[src/include/plh_macros.svh]
// DVB-S2 PLHEADER constants
// Field lengths, SOF pattern, PLSC scrambling sequence and the
// (32,6) biorthogonal generator rows. Leftmost bit goes out first.

`ifndef PLH_MACROS_SVH
`define PLH_MACROS_SVH

`define PLH_SOF_LEN        26                     // SOF length in bits
`define PLH_PLSC_LEN       64                     // PLSC length in bits
`define PLH_HDR_LEN        90                     // SOF + PLSC

`define PLH_SOF_WORD       26'h18D2E82            // Sent MSB first
`define PLH_PLSC_SCRAMBLE  64'h719D83C953422DFA   // MSB hits first code bit

// Generator rows, first coded bit is bit 31
`define PLH_G_ROW1         32'h5555_5555          // 0101...
`define PLH_G_ROW2         32'h3333_3333          // 0011...
`define PLH_G_ROW3         32'h0F0F_0F0F          // 4 zeros, 4 ones
`define PLH_G_ROW4         32'h00FF_00FF          // 8 and 8
`define PLH_G_ROW5         32'h0000_FFFF          // 16 and 16
`define PLH_G_ROW6         32'hFFFF_FFFF          // All ones

`endif
[src/logic/plh_code_pkg.sv]
// Header content types
// PLS code, scrambled PLSC word, header symbol index and the
// serializer FSM states.

`default_nettype none

`include "plh_macros.svh"

package plh_code_pkg;

  // PLS code: MODCOD in [6:2], frame size and pilot flag in [1:0]
  // Bits 6..1 feed the encoder, bit 0 picks the doubling
  typedef logic [6:0] pls_code_t;

  typedef logic [`PLH_PLSC_LEN-1:0] plsc_word_t;   // Scrambled code word

  typedef logic [6:0] hdr_idx_t;                   // Symbol index 0..89

  // Serializer FSM
  typedef enum logic [1:0] {
    SER_IDLE = 2'd0,   // Waiting for a load
    SER_SOF  = 2'd1,   // Shifting the SOF field
    SER_PLSC = 2'd2    // Shifting the code word
  } ser_state_t;

endpackage

`default_nettype wire

[src/logic/plh_stream_pkg.sv]
// Symbol stream types
// Bit strobe between serializer and mapper, and the mapped
// pi/2 BPSK symbol with its frame strobes.

`default_nettype none

package plh_stream_pkg;

  // Serial header bit with frame strobes
  typedef struct packed {
    logic sop;    // First bit of header
    logic val;    // Bit valid
    logic eop;    // Last bit of header
    logic dat;
  } bit_strobe_t;

  // Mapped symbol, a set re/im bit means +1
  typedef struct packed {
    logic sop;
    logic val;
    logic eop;
    logic re;     // In-phase sign
    logic im;     // Quadrature sign
  } iq_sym_t;

endpackage

`default_nettype wire

[src/logic/plh_generator_top.sv]
// PLHEADER generator top
// PLSC encoder, header serializer and pi/2 BPSK mapper.
// First symbol three enabled cycles after hdr_start.

`timescale 1ns/1ps
`default_nettype none

module plh_generator_top
  import plh_code_pkg::*;
  import plh_stream_pkg::*;
#(
  parameter bit pONE_IS_PLUS = 1
)
(
  input  logic      iclk,
  input  logic      rst_n,
  input  logic      iclkena,     // Stalls the whole chain
  input  logic      hdr_start,
  input  pls_code_t pls,
  output logic      busy,
  output iq_sym_t   sym
);

  logic        plsc_load;
  plsc_word_t  plsc_word;
  bit_strobe_t hdr_bits;

  // ----------------------------------------
  // Chain
  // ----------------------------------------

  plsc_encoder plsc_encoder_i (
    .iclk      (iclk),
    .rst_n     (rst_n),
    .iclkena   (iclkena),
    .hdr_start (hdr_start),
    .pls       (pls),
    .busy      (busy),
    .plsc_load (plsc_load),
    .plsc_word (plsc_word)
  );

  plh_serializer plh_serializer_i (
    .iclk      (iclk),
    .rst_n     (rst_n),
    .iclkena   (iclkena),
    .plsc_load (plsc_load),
    .plsc_word (plsc_word),
    .busy      (busy),
    .hdr_bits  (hdr_bits)
  );

  dvb_pi_by_2_bpsk_mapper #(
    .pONE_IS_PLUS (pONE_IS_PLUS)
  ) dvb_pi_by_2_bpsk_mapper_i (
    .iclk    (iclk),
    .rst_n   (rst_n),
    .iclkena (iclkena),
    .ibits   (hdr_bits),
    .sym     (sym)
  );

endmodule

`default_nettype wire

[src/logic/dvb_pi_by_2_bpsk_mapper.sv]
// pi/2 BPSK mapper for DVB-S2 headers
// Even symbols: (1-2d) + j(1-2d), odd symbols: -(1-2d) + j(1-2d).
// Outputs are sign bits, polarity set by pONE_IS_PLUS.
// One cycle latency, strobes pass along with the data.

`timescale 1ns/1ps
`default_nettype none

module dvb_pi_by_2_bpsk_mapper
  import plh_stream_pkg::*;
#(
  parameter bit pONE_IS_PLUS = 1   // 1: sign bit set means +1
)
(
  input  logic        iclk,
  input  logic        rst_n,
  input  logic        iclkena,
  input  bit_strobe_t ibits,
  output iq_sym_t     sym
);

  // ----------------------------------------
  // Phase tracking
  // ----------------------------------------

  logic even_ff;            // Last symbol was even
  logic even;               // Current symbol is even
  logic base;               // Sign for an even symbol
  logic sop_q, val_q, eop_q;
  logic re_q, im_q;

  assign even = ibits.sop ? 1'b1 : !even_ff;   // Restart phase on sop
  assign base = pONE_IS_PLUS ? !ibits.dat : ibits.dat;

  // Strobes and phase
  always_ff @(posedge iclk) begin
    if (!rst_n) begin
      sop_q   <= 1'b0;
      val_q   <= 1'b0;
      eop_q   <= 1'b0;
      even_ff <= 1'b0;      // First bit after reset counts as even
    end else if (iclkena) begin
      sop_q <= ibits.sop;
      val_q <= ibits.val;
      eop_q <= ibits.eop;
      if (ibits.val) even_ff <= even;
    end
  end

  // Sign bits, held between valid bits
  always_ff @(posedge iclk) begin
    if (iclkena && ibits.val) begin
      im_q <= base;
      re_q <= even ? base : !base;   // Odd symbols rotate by pi/2
    end
  end

  assign sym = '{sop: sop_q, val: val_q, eop: eop_q, re: re_q, im: im_q};

endmodule

`default_nettype wire

[src/logic/plh_serializer.sv]
// PLHEADER serializer
// Loads SOF and the scrambled PLSC word into a 90-bit shift
// register and sends it MSB first, one bit per enabled cycle,
// with sop on bit 0 and eop on bit 89. Busy while sending.

`timescale 1ns/1ps
`default_nettype none

`include "plh_macros.svh"

module plh_serializer
  import plh_code_pkg::*;
  import plh_stream_pkg::*;
(
  input  logic        iclk,
  input  logic        rst_n,
  input  logic        iclkena,
  input  logic        plsc_load,   // From encoder
  input  plsc_word_t  plsc_word,
  output logic        busy,
  output bit_strobe_t hdr_bits     // Serial header bits
);

  // ----------------------------------------
  // Declarations
  // ----------------------------------------

  ser_state_t              state;
  hdr_idx_t                idx;        // Bit being sent
  logic [`PLH_HDR_LEN-1:0] shreg;      // SOF in the upper bits
  logic                    last_sof;
  logic                    last_hdr;

  assign last_sof = (idx == hdr_idx_t'(`PLH_SOF_LEN - 1));
  assign last_hdr = (idx == hdr_idx_t'(`PLH_HDR_LEN - 1));

  // ----------------------------------------
  // FSM and bit counter
  // ----------------------------------------

  always_ff @(posedge iclk) begin
    if (!rst_n) begin
      state <= SER_IDLE;
      idx   <= '0;
    end else if (iclkena) begin
      case (state)
        SER_IDLE: begin
          if (plsc_load) begin
            state <= SER_SOF;
            idx   <= '0;
          end
        end
        SER_SOF: begin
          idx <= idx + 1'b1;
          if (last_sof) state <= SER_PLSC;   // Bit 25 done
        end
        SER_PLSC: begin
          idx <= idx + 1'b1;
          if (last_hdr) state <= SER_IDLE;   // Bit 89 done
        end
        default: state <= SER_IDLE;
      endcase
    end
  end

  // ----------------------------------------
  // Shift register
  // ----------------------------------------

  always_ff @(posedge iclk) begin
    if (iclkena) begin
      if (state == SER_IDLE) begin
        if (plsc_load) shreg <= {`PLH_SOF_WORD, plsc_word};
      end else begin
        shreg <= {shreg[`PLH_HDR_LEN-2:0], 1'b0};   // Next bit to MSB
      end
    end
  end

  // Outputs straight from state, the mapper adds the register
  assign busy = (state != SER_IDLE);

  assign hdr_bits = '{
    sop: busy & (idx == '0),
    val: busy,
    eop: busy & last_hdr,
    dat: shreg[`PLH_HDR_LEN-1]
  };

endmodule

`default_nettype wire

[src/logic/plsc_encoder.sv]
// PLSC encoder
// Takes the PLS code on an accepted start, runs the (32,6)
// biorthogonal code, doubles each bit and scrambles the 64-bit
// result. Word and load pulse come out one enabled cycle later.

`timescale 1ns/1ps
`default_nettype none

`include "plh_macros.svh"

module plsc_encoder
  import plh_code_pkg::*;
(
  input  logic       iclk,
  input  logic       rst_n,
  input  logic       iclkena,
  input  logic       hdr_start,   // One cycle start strobe
  input  pls_code_t  pls,         // Valid with hdr_start
  input  logic       busy,        // Serializer is sending a header
  output logic       plsc_load,   // One cycle, word is valid
  output plsc_word_t plsc_word
);

  // ----------------------------------------
  // Encoder function
  // ----------------------------------------

  // Bit 31 of rm is the first coded bit
  function automatic plsc_word_t encode_pls(input pls_code_t code);
    logic [31:0] rm;
    plsc_word_t  dbl;
    rm = '0;
    if (code[6]) rm = rm ^ `PLH_G_ROW1;
    if (code[5]) rm = rm ^ `PLH_G_ROW2;
    if (code[4]) rm = rm ^ `PLH_G_ROW3;
    if (code[3]) rm = rm ^ `PLH_G_ROW4;
    if (code[2]) rm = rm ^ `PLH_G_ROW5;
    if (code[1]) rm = rm ^ `PLH_G_ROW6;
    // Pair (y, y) or (y, !y)
    for (int i = 0; i < 32; i++) begin
      dbl[2*i+1] = rm[i];
      dbl[2*i]   = rm[i] ^ code[0];
    end
    return dbl ^ `PLH_PLSC_SCRAMBLE;
  endfunction

  // ----------------------------------------
  // Start acceptance
  // ----------------------------------------

  logic start_ok;

  // Ignore starts while a header is pending or running
  assign start_ok = hdr_start & ~busy & ~plsc_load;

  always_ff @(posedge iclk) begin
    if (!rst_n) begin
      plsc_load <= 1'b0;
    end else if (iclkena) begin
      plsc_load <= start_ok;      // Pulse for one enabled cycle
    end
  end

  // Code word register, payload only
  always_ff @(posedge iclk) begin
    if (iclkena && start_ok) begin
      plsc_word <= encode_pls(pls);
    end
  end

endmodule

`default_nettype wire

[config.mk]
export PLATFORM = sky130hd
export DESIGN_NAME = plh_generator_top
export DESIGN_NICKNAME = d
export VERILOG_FILES = /design/src/logic/plh_code_pkg.sv /design/src/logic/plh_stream_pkg.sv /design/src/logic/plh_generator_top.sv /design/src/logic/dvb_pi_by_2_bpsk_mapper.sv /design/src/logic/plh_serializer.sv /design/src/logic/plsc_encoder.sv
export VERILOG_INCLUDE_DIRS = /design/src /design/src/include
export SDC_FILE = /design/constraint.sdc
export NUM_CORES = 1
export LEC_CHECK = 0
export BUFFER_PORTS_ARGS = -buffer_cell sky130_fd_sc_hd__buf_2
export CORE_MARGIN = 2
export CORE_UTILIZATION = 35
export DETAILED_ROUTE_END_ITERATION = 7
export GPL_ROUTABILITY_DRIVEN = 0
export SLEW_MARGIN = 30
export SYNTH_ARGS = -nofsm -noshare
export SYNTH_HDL_FRONTEND = slang
export SYNTH_SLANG_ARGS = --single-unit
[constraint.sdc]
create_clock -name iclk -period 5.4 [get_ports iclk]
set_clock_uncertainty 0.2 [all_clocks]
set_input_delay 0.54 -clock iclk [delete_from_list [all_inputs] [get_ports iclk]]
set_output_delay 0.54 -clock iclk [all_outputs]
set_load 0.005 [all_outputs]
==> results of run 1 <==
[report_power, final]
group | internal [uW] | total (uW) | switching [uW]
logic | 111 | 260 | 149
clock network | 768 | 1260 | 489
registers | 1540 | 1560 | 16.6
[worst max-delay path: stages (launching register included)]
cell and delay [ns]:
dfxtp_1 0.33, inv_1 0.12, ha_4 0.16, buf_6 0.61, inv_1 0.07, buf_2 0.15
[sequential cells by signal, summed over array words and instances (netlist names)]
signal                             count
plh_serializer_i.shreg                90
dvb_pi_by_2_bpsk_mapper_i.re_q         1
plh_serializer_i.idx                   7
plh_serializer_i.state                 2
dvb_pi_by_2_bpsk_mapper_i.sop_q        1
plsc_encoder_i.plsc_word              64
dvb_pi_by_2_bpsk_mapper_i.even_ff      1
plsc_encoder_i.plsc_load               1
dvb_pi_by_2_bpsk_mapper_i.im_q         1
dvb_pi_by_2_bpsk_mapper_i.val_q        1
dvb_pi_by_2_bpsk_mapper_i.eop_q        1
[routing by layer]
metal  part of all wire  routed length, um
met5                  0                  0
met4              0.021                242
met3              0.025                292
met2               0.47               5460
met1               0.48               5590
[layout make-up]
cell class	count	area [sq um]
inverters	12	45.0
clock buffers	18	429
fillers	1879	12000
clock inverters	14	179
flip-flops and latches	170	4960
multi-input cells	230	2060
repair buffers	19	106
well taps	270	338
[synth_stat cells (all sizes together) (7+ instances only)]
library cell,count
edfxtp,156
mux2,64
xnor2,43
xor2,34
buf,18
nor2b,17
dfxtp,14
inv,12
nor2,11
or2,11
nand2,8
clkbuf,7
[final timing paths]
| check | start | end | slack (ns) | depth (start not counted) |
|---|---|---|---|---|
| setup / recovery | plh_serializer_i.state[0] | busy | 2.77 | 5 |
| hold / removal | rst_n | plsc_encoder_i.plsc_load | 0.19 | 2 |
| setup reg to reg | plh_serializer_i.state[0] | plh_serializer_i.shreg[38] | 2.79 | 5 |
| hold reg to reg | dvb_pi_by_2_bpsk_mapper_i.sop_q | dvb_pi_by_2_bpsk_mapper_i.sop_q | 0.28 | 2 |
[through the flow]
| stage | setup slack, ns | hold WS (ns) | total power [uW] | instance area (sq um) |
|---|---|---|---|---|
| floorplan | 1.11 | 0.251 | 1790 | 7180 |
| global placement | 2.67 | 0.267 | 1850 | 7500 |
| detailed placement | 2.70 | 0.267 | 1850 | 7510 |
| CTS | 2.72 | 0.171 | 3110 | 8120 |
| global route | 2.57 | 0.179 | 3200 | 8120 |
| finish | 2.77 | 0.191 | 3080 | 8120 |
[cells by family after synthesis]
logic type | share of synthesized area
compound gates | 0.0112
xor+xnor | 0.104
fa+ha+maj | 0.0105
buf+inv | 0.0258
flops | 0.692
mux | 0.102
simple gates | 0.0547
==> impl_results.md, run 1 <==
- Status: finished clean
- Clock Latency Late Sink: 0.42 ns
- Synth top area cells: edfxtp_1 65%, mux2_2 10%, xnor2_1 4.6%
- GRT Util Overall: 0.114
- Final setup viols: 0
- Post-CTS Setup Repair Bufs: 0
- Period minus WS final: 2.63 ns
- CTS Sinks: 170
- Number of synthesized register bits: 170
- Synth unique cells: 38
- Layout cells sized above 1: 0.296
- Synth Instances: 437
- Vias: 3,349
- Commonest non-fill, non-tap cell in the layout: edfxtp_1
- Starting Density: 0.356
- CTS H-tree lvls: 4
- Final ANT Viol Nets: 0
- Post-synth EDFFs: 156
- Final Hold Fails: 0
- TritonCTS Buffers: 17
- Tcrit/Tclk final: 0.486
- CTS Hold Bufs: 0
- Critical Path Fanout Max: 97
- Worst Setup Start Kind: register
- Met2 usage: 0.179
- Ant. Diodes: 0
- Synth area leader: edfxtp_1
- WL final: 11.6 mm
- RSZ-0062 raised after global routing: no
- Die height: 147 um
- Overflow after GRT: 0
- Post-Synthesis Cell Area: 7180 sq um
- First DRT Iteration DRCs: 242
- Worst EP required: 4.66 ns
- Wire length per cell: 15.8 um
- Routing usage on met3: 0.0335
- Post-Route Setup TNS: 0 ns
- Core ar.: 20,200 sq um
- Worst path arrival time: 1.89 ns
- Pwr Density: 379 nW/um^2
- Die Wd: 147 um
- Grt met1 use: 0.147
- Worst-case clock buffer depth: 2
- Ys async rst share: 0
- Critical path class: register to output pin
- Min-delay worst type: input port to register
- Register area share after synthesis: 0.692
- DR DRC count: 0
- Initial antenna violation count: 0
- Final nets: 467
- Top cell type's share of synthesized area: 0.653
- Clock-pin slew on the worst setup and hold paths: 0.06 ns
- Post-route insts no fill: 733
- Average size of a mapped cell: 16.4 sq um
- Vias per std cell: 4.57
- Full die area: 21,700 sq um
- Dpl cells: 701
- Worst vdd ir: 267 uV
- Fin util: 0.403
- Area grow syn2layout: 13.1%
- Crit. End Element: output pin
- Gr busiest metal: met2
- HPWL Detailed: 6.62 mm
- IO Pins: 17
- Synth Warn #: 0
- Max-Cap Viols: 0
- Slew HR: 0.452
- Syn_nets: 454
- Largest net degree at the start of global routing: 98
- Root buffer cell: clkbuf_16
- Dominant synthesized flop cell: edfxtp_1
- Port Buf Inserts: 16
- Maximum clock frequency: 0.381 GHz
- First-pass GRT wire length: 18.7 mm
- Post_cts resized: 0
- First-pass iteration count of the detailed router: 4
- CTS tree: done
- Rows: 52
- Most frequent cells in the layout: 156 x edfxtp_1, 64 x mux2_2, 37 x xnor2_1
- Max-slew violations: 0
- Worst Tran Pin Value: 0.822 ns
- Leak pwr: 0.00268 uW
- Vias in the first global route: 3,487
Note: power is estimated with default switching activity, not from simulation.
==> run 2: changes to the inputs <==
==> constraint.sdc (replaced) <==
create_clock -name iclk -period 2.4 [get_ports iclk]
set_clock_uncertainty 0.2 [all_clocks]
set_input_delay 0.24 -clock iclk [delete_from_list [all_inputs] [get_ports iclk]]
set_output_delay 0.24 -clock iclk [all_outputs]
set_load 0.005 [all_outputs]
==> impl_results.md, run 2 (synthesized netlist as in run 1, its figures left out) <==
- Status: finished clean
- CP Buf/Inv Count: 1
- Clock Latency Late Sink: 0.42 ns
- Final WS setup: 0.318 ns
- GRT Util Overall: 0.114
- Worst Setup Start Kind: register
- Worst EP required: 2.47 ns
- Layout cells sized above 1: 0.300
- Overall power: 6650 uW
- Beginning of the worst hold path: pls[1]
- Worst path arrival time: 2.16 ns
- CTS H-tree lvls: 4
- CTS Sinks: 170
- Port Buf Inserts: 16
- Wire length per cell: 15.4 um
- First-pass GRT wire length: 18.9 mm
- Slew HR: 0.572
- Levels on crit path: 5
- RSZ-0062 raised after global routing: no
- Pre-CTS setup slack: 0.258 ns
- Die Wd: 147 um
- DR DRC count: 0
- Max reg flops: 90
- Register area: 4960 sq um
- Worst Tran Pin Value: 0.638 ns
- Vias per std cell: 4.54
- IO Pins: 17
- Final Hold Fails: 0
- Max-Cap Viols: 0
- RR Endpoint: plh_serializer_i.state[0]
- Core ar.: 20,200 sq um
- Top flop regs: plh_serializer_i.shreg (90), plsc_encoder_i.plsc_word (64), plh_serializer_i.idx (7)
- Critical path class: register to register
- CTS tree: done
- Crit. End Element: register
- Vias in the first global route: 3,565
- Footprint of the multi-input gates: 2050 sq um
- Leak pwr: 0.00271 uW
- Critical Path Fanout Max: 3
- Largest net degree at the start of global routing: 66
- Reg-to-Reg Start: plh_serializer_i.state[1]
- Hold Path Depth: 1
- Rows: 52
- Final nets: 480
- Worst stage delay on the critical path: 0.66 ns
- Ant. Diodes: 0
- Pwr Density: 810 nW/um^2
- Hold EP: plsc_encoder_i.plsc_word[63]
- Maximum clock frequency: 0.480 GHz
- Crit path max-delay family: simple AND/OR/NAND/NOR gates
- Largest Register: plh_serializer_i.shreg
- Vias: 3,385
- First DRT Iteration DRCs: 167
- Area grow syn2layout: 14.3%
- Initial antenna violation count: 0
- Die height: 147 um
- Most frequent cells in the layout: 156 x edfxtp_1, 64 x mux2_2, 38 x xnor2_1
- Final setup viols: 0
- TritonCTS Buffers: 17
- Slowest CP cell: or4b_2
- First-pass iteration count of the detailed router: 4
- Max-slew violations: 0
- WL final: 11.5 mm
- Min-delay worst type: input port to register
- Starting Density: 0.356
- Tcrit/Tclk final: 0.868
- Full die area: 21,700 sq um
- Fillers: 1,869
- Cells along the critical path: inv_1 -> ha_1 -> or4b_2 -> o22ai_1 -> o311ai_0
- Period minus WS final: 2.08 ns
- Clock-pin slew on the worst setup and hold paths: 0.06 ns
- Worst-case clock buffer depth: 2
- Cells on worst reg2reg path: 5
- Overflow after GRT: 0
- Post-DP Area: 7650 sq um
- Final Hold Slack: 0.0748 ns
- Reg2reg setup slack: 0.32 ns
- Commonest non-fill, non-tap cell in the layout: edfxtp_1
- HPWL Detailed: 7.07 mm
- Fin area: 8200 sq um
- Post-Route Setup TNS: 0 ns
- Root buffer cell: clkbuf_16
- Worst vdd ir: 510 uV
- Final ANT Viol Nets: 0
==> run 2: changes by cell type in the layout (fill, tap and decap cells not counted), sizes merged <==
cell	change
buf	+11
bufinv	-3
dlygate4sd3	+2
clkbuf	+1
clkinv	+1
clkinvlp	+1
==> run 2: area by class of cell <==
class,count,area share
repair buffers,32,0.0326
inverters,12,0.00549
clock buffers,19,0.0528
flip-flops and latches,170,0.605
multi-input cells,230,0.250
well taps,270,0.0412
clock inverters,13,0.0128
==> run 2: worst max-delay path by stage <==
stage	from	end	slack, ns
6_report	plh_serializer_i.state[1]	plh_serializer_i.state[0]	0.32
5_1_grt	plh_serializer_i.state[0]	plh_serializer_i.idx[6]	0.23
4_1_cts	plh_serializer_i.state[1]	plh_serializer_i.state[0]	0.32
3_5_place_dp	pls[1]	plsc_encoder_i.plsc_word[3]	0.26
3_3_place_gp	pls[1]	plsc_encoder_i.plsc_word[4]	0.29
2_1_floorplan	plh_serializer_i.state[0]	plsc_encoder_i.plsc_word[0]	0.04
==> run 2: metrics by stage <==
stage          cells  utilization
2_1_floorplan    437            -
3_3_place_gp     712        0.379
3_5_place_dp     712        0.379
4_1_cts          746        0.407
5_1_grt          746        0.407
6_report         746        0.407
==> run 2: power by group <==
part           switching (uW)  total [uW]  internal, uW
clock                    1100        2510          1410
combinational             341         623           283
sequential               38.0        3510          3470
==> run 2: per-layer routing <==
layer  vias up  global-route usage  routed length (um)
met4         0              0.0490                 118
met1      1717               0.150                5500
met5         -                   0                   0
li1       1618                   -                   -
met2        43               0.177                5560
met3         7              0.0311                 297
==> run 2: repair_timing <==
action | CTS | global route
hold endpoints to repair | 3 | 0
setup buffers | 0 | 0
hold buffers | 2 | 0
gates resized for setup | 0 | 0
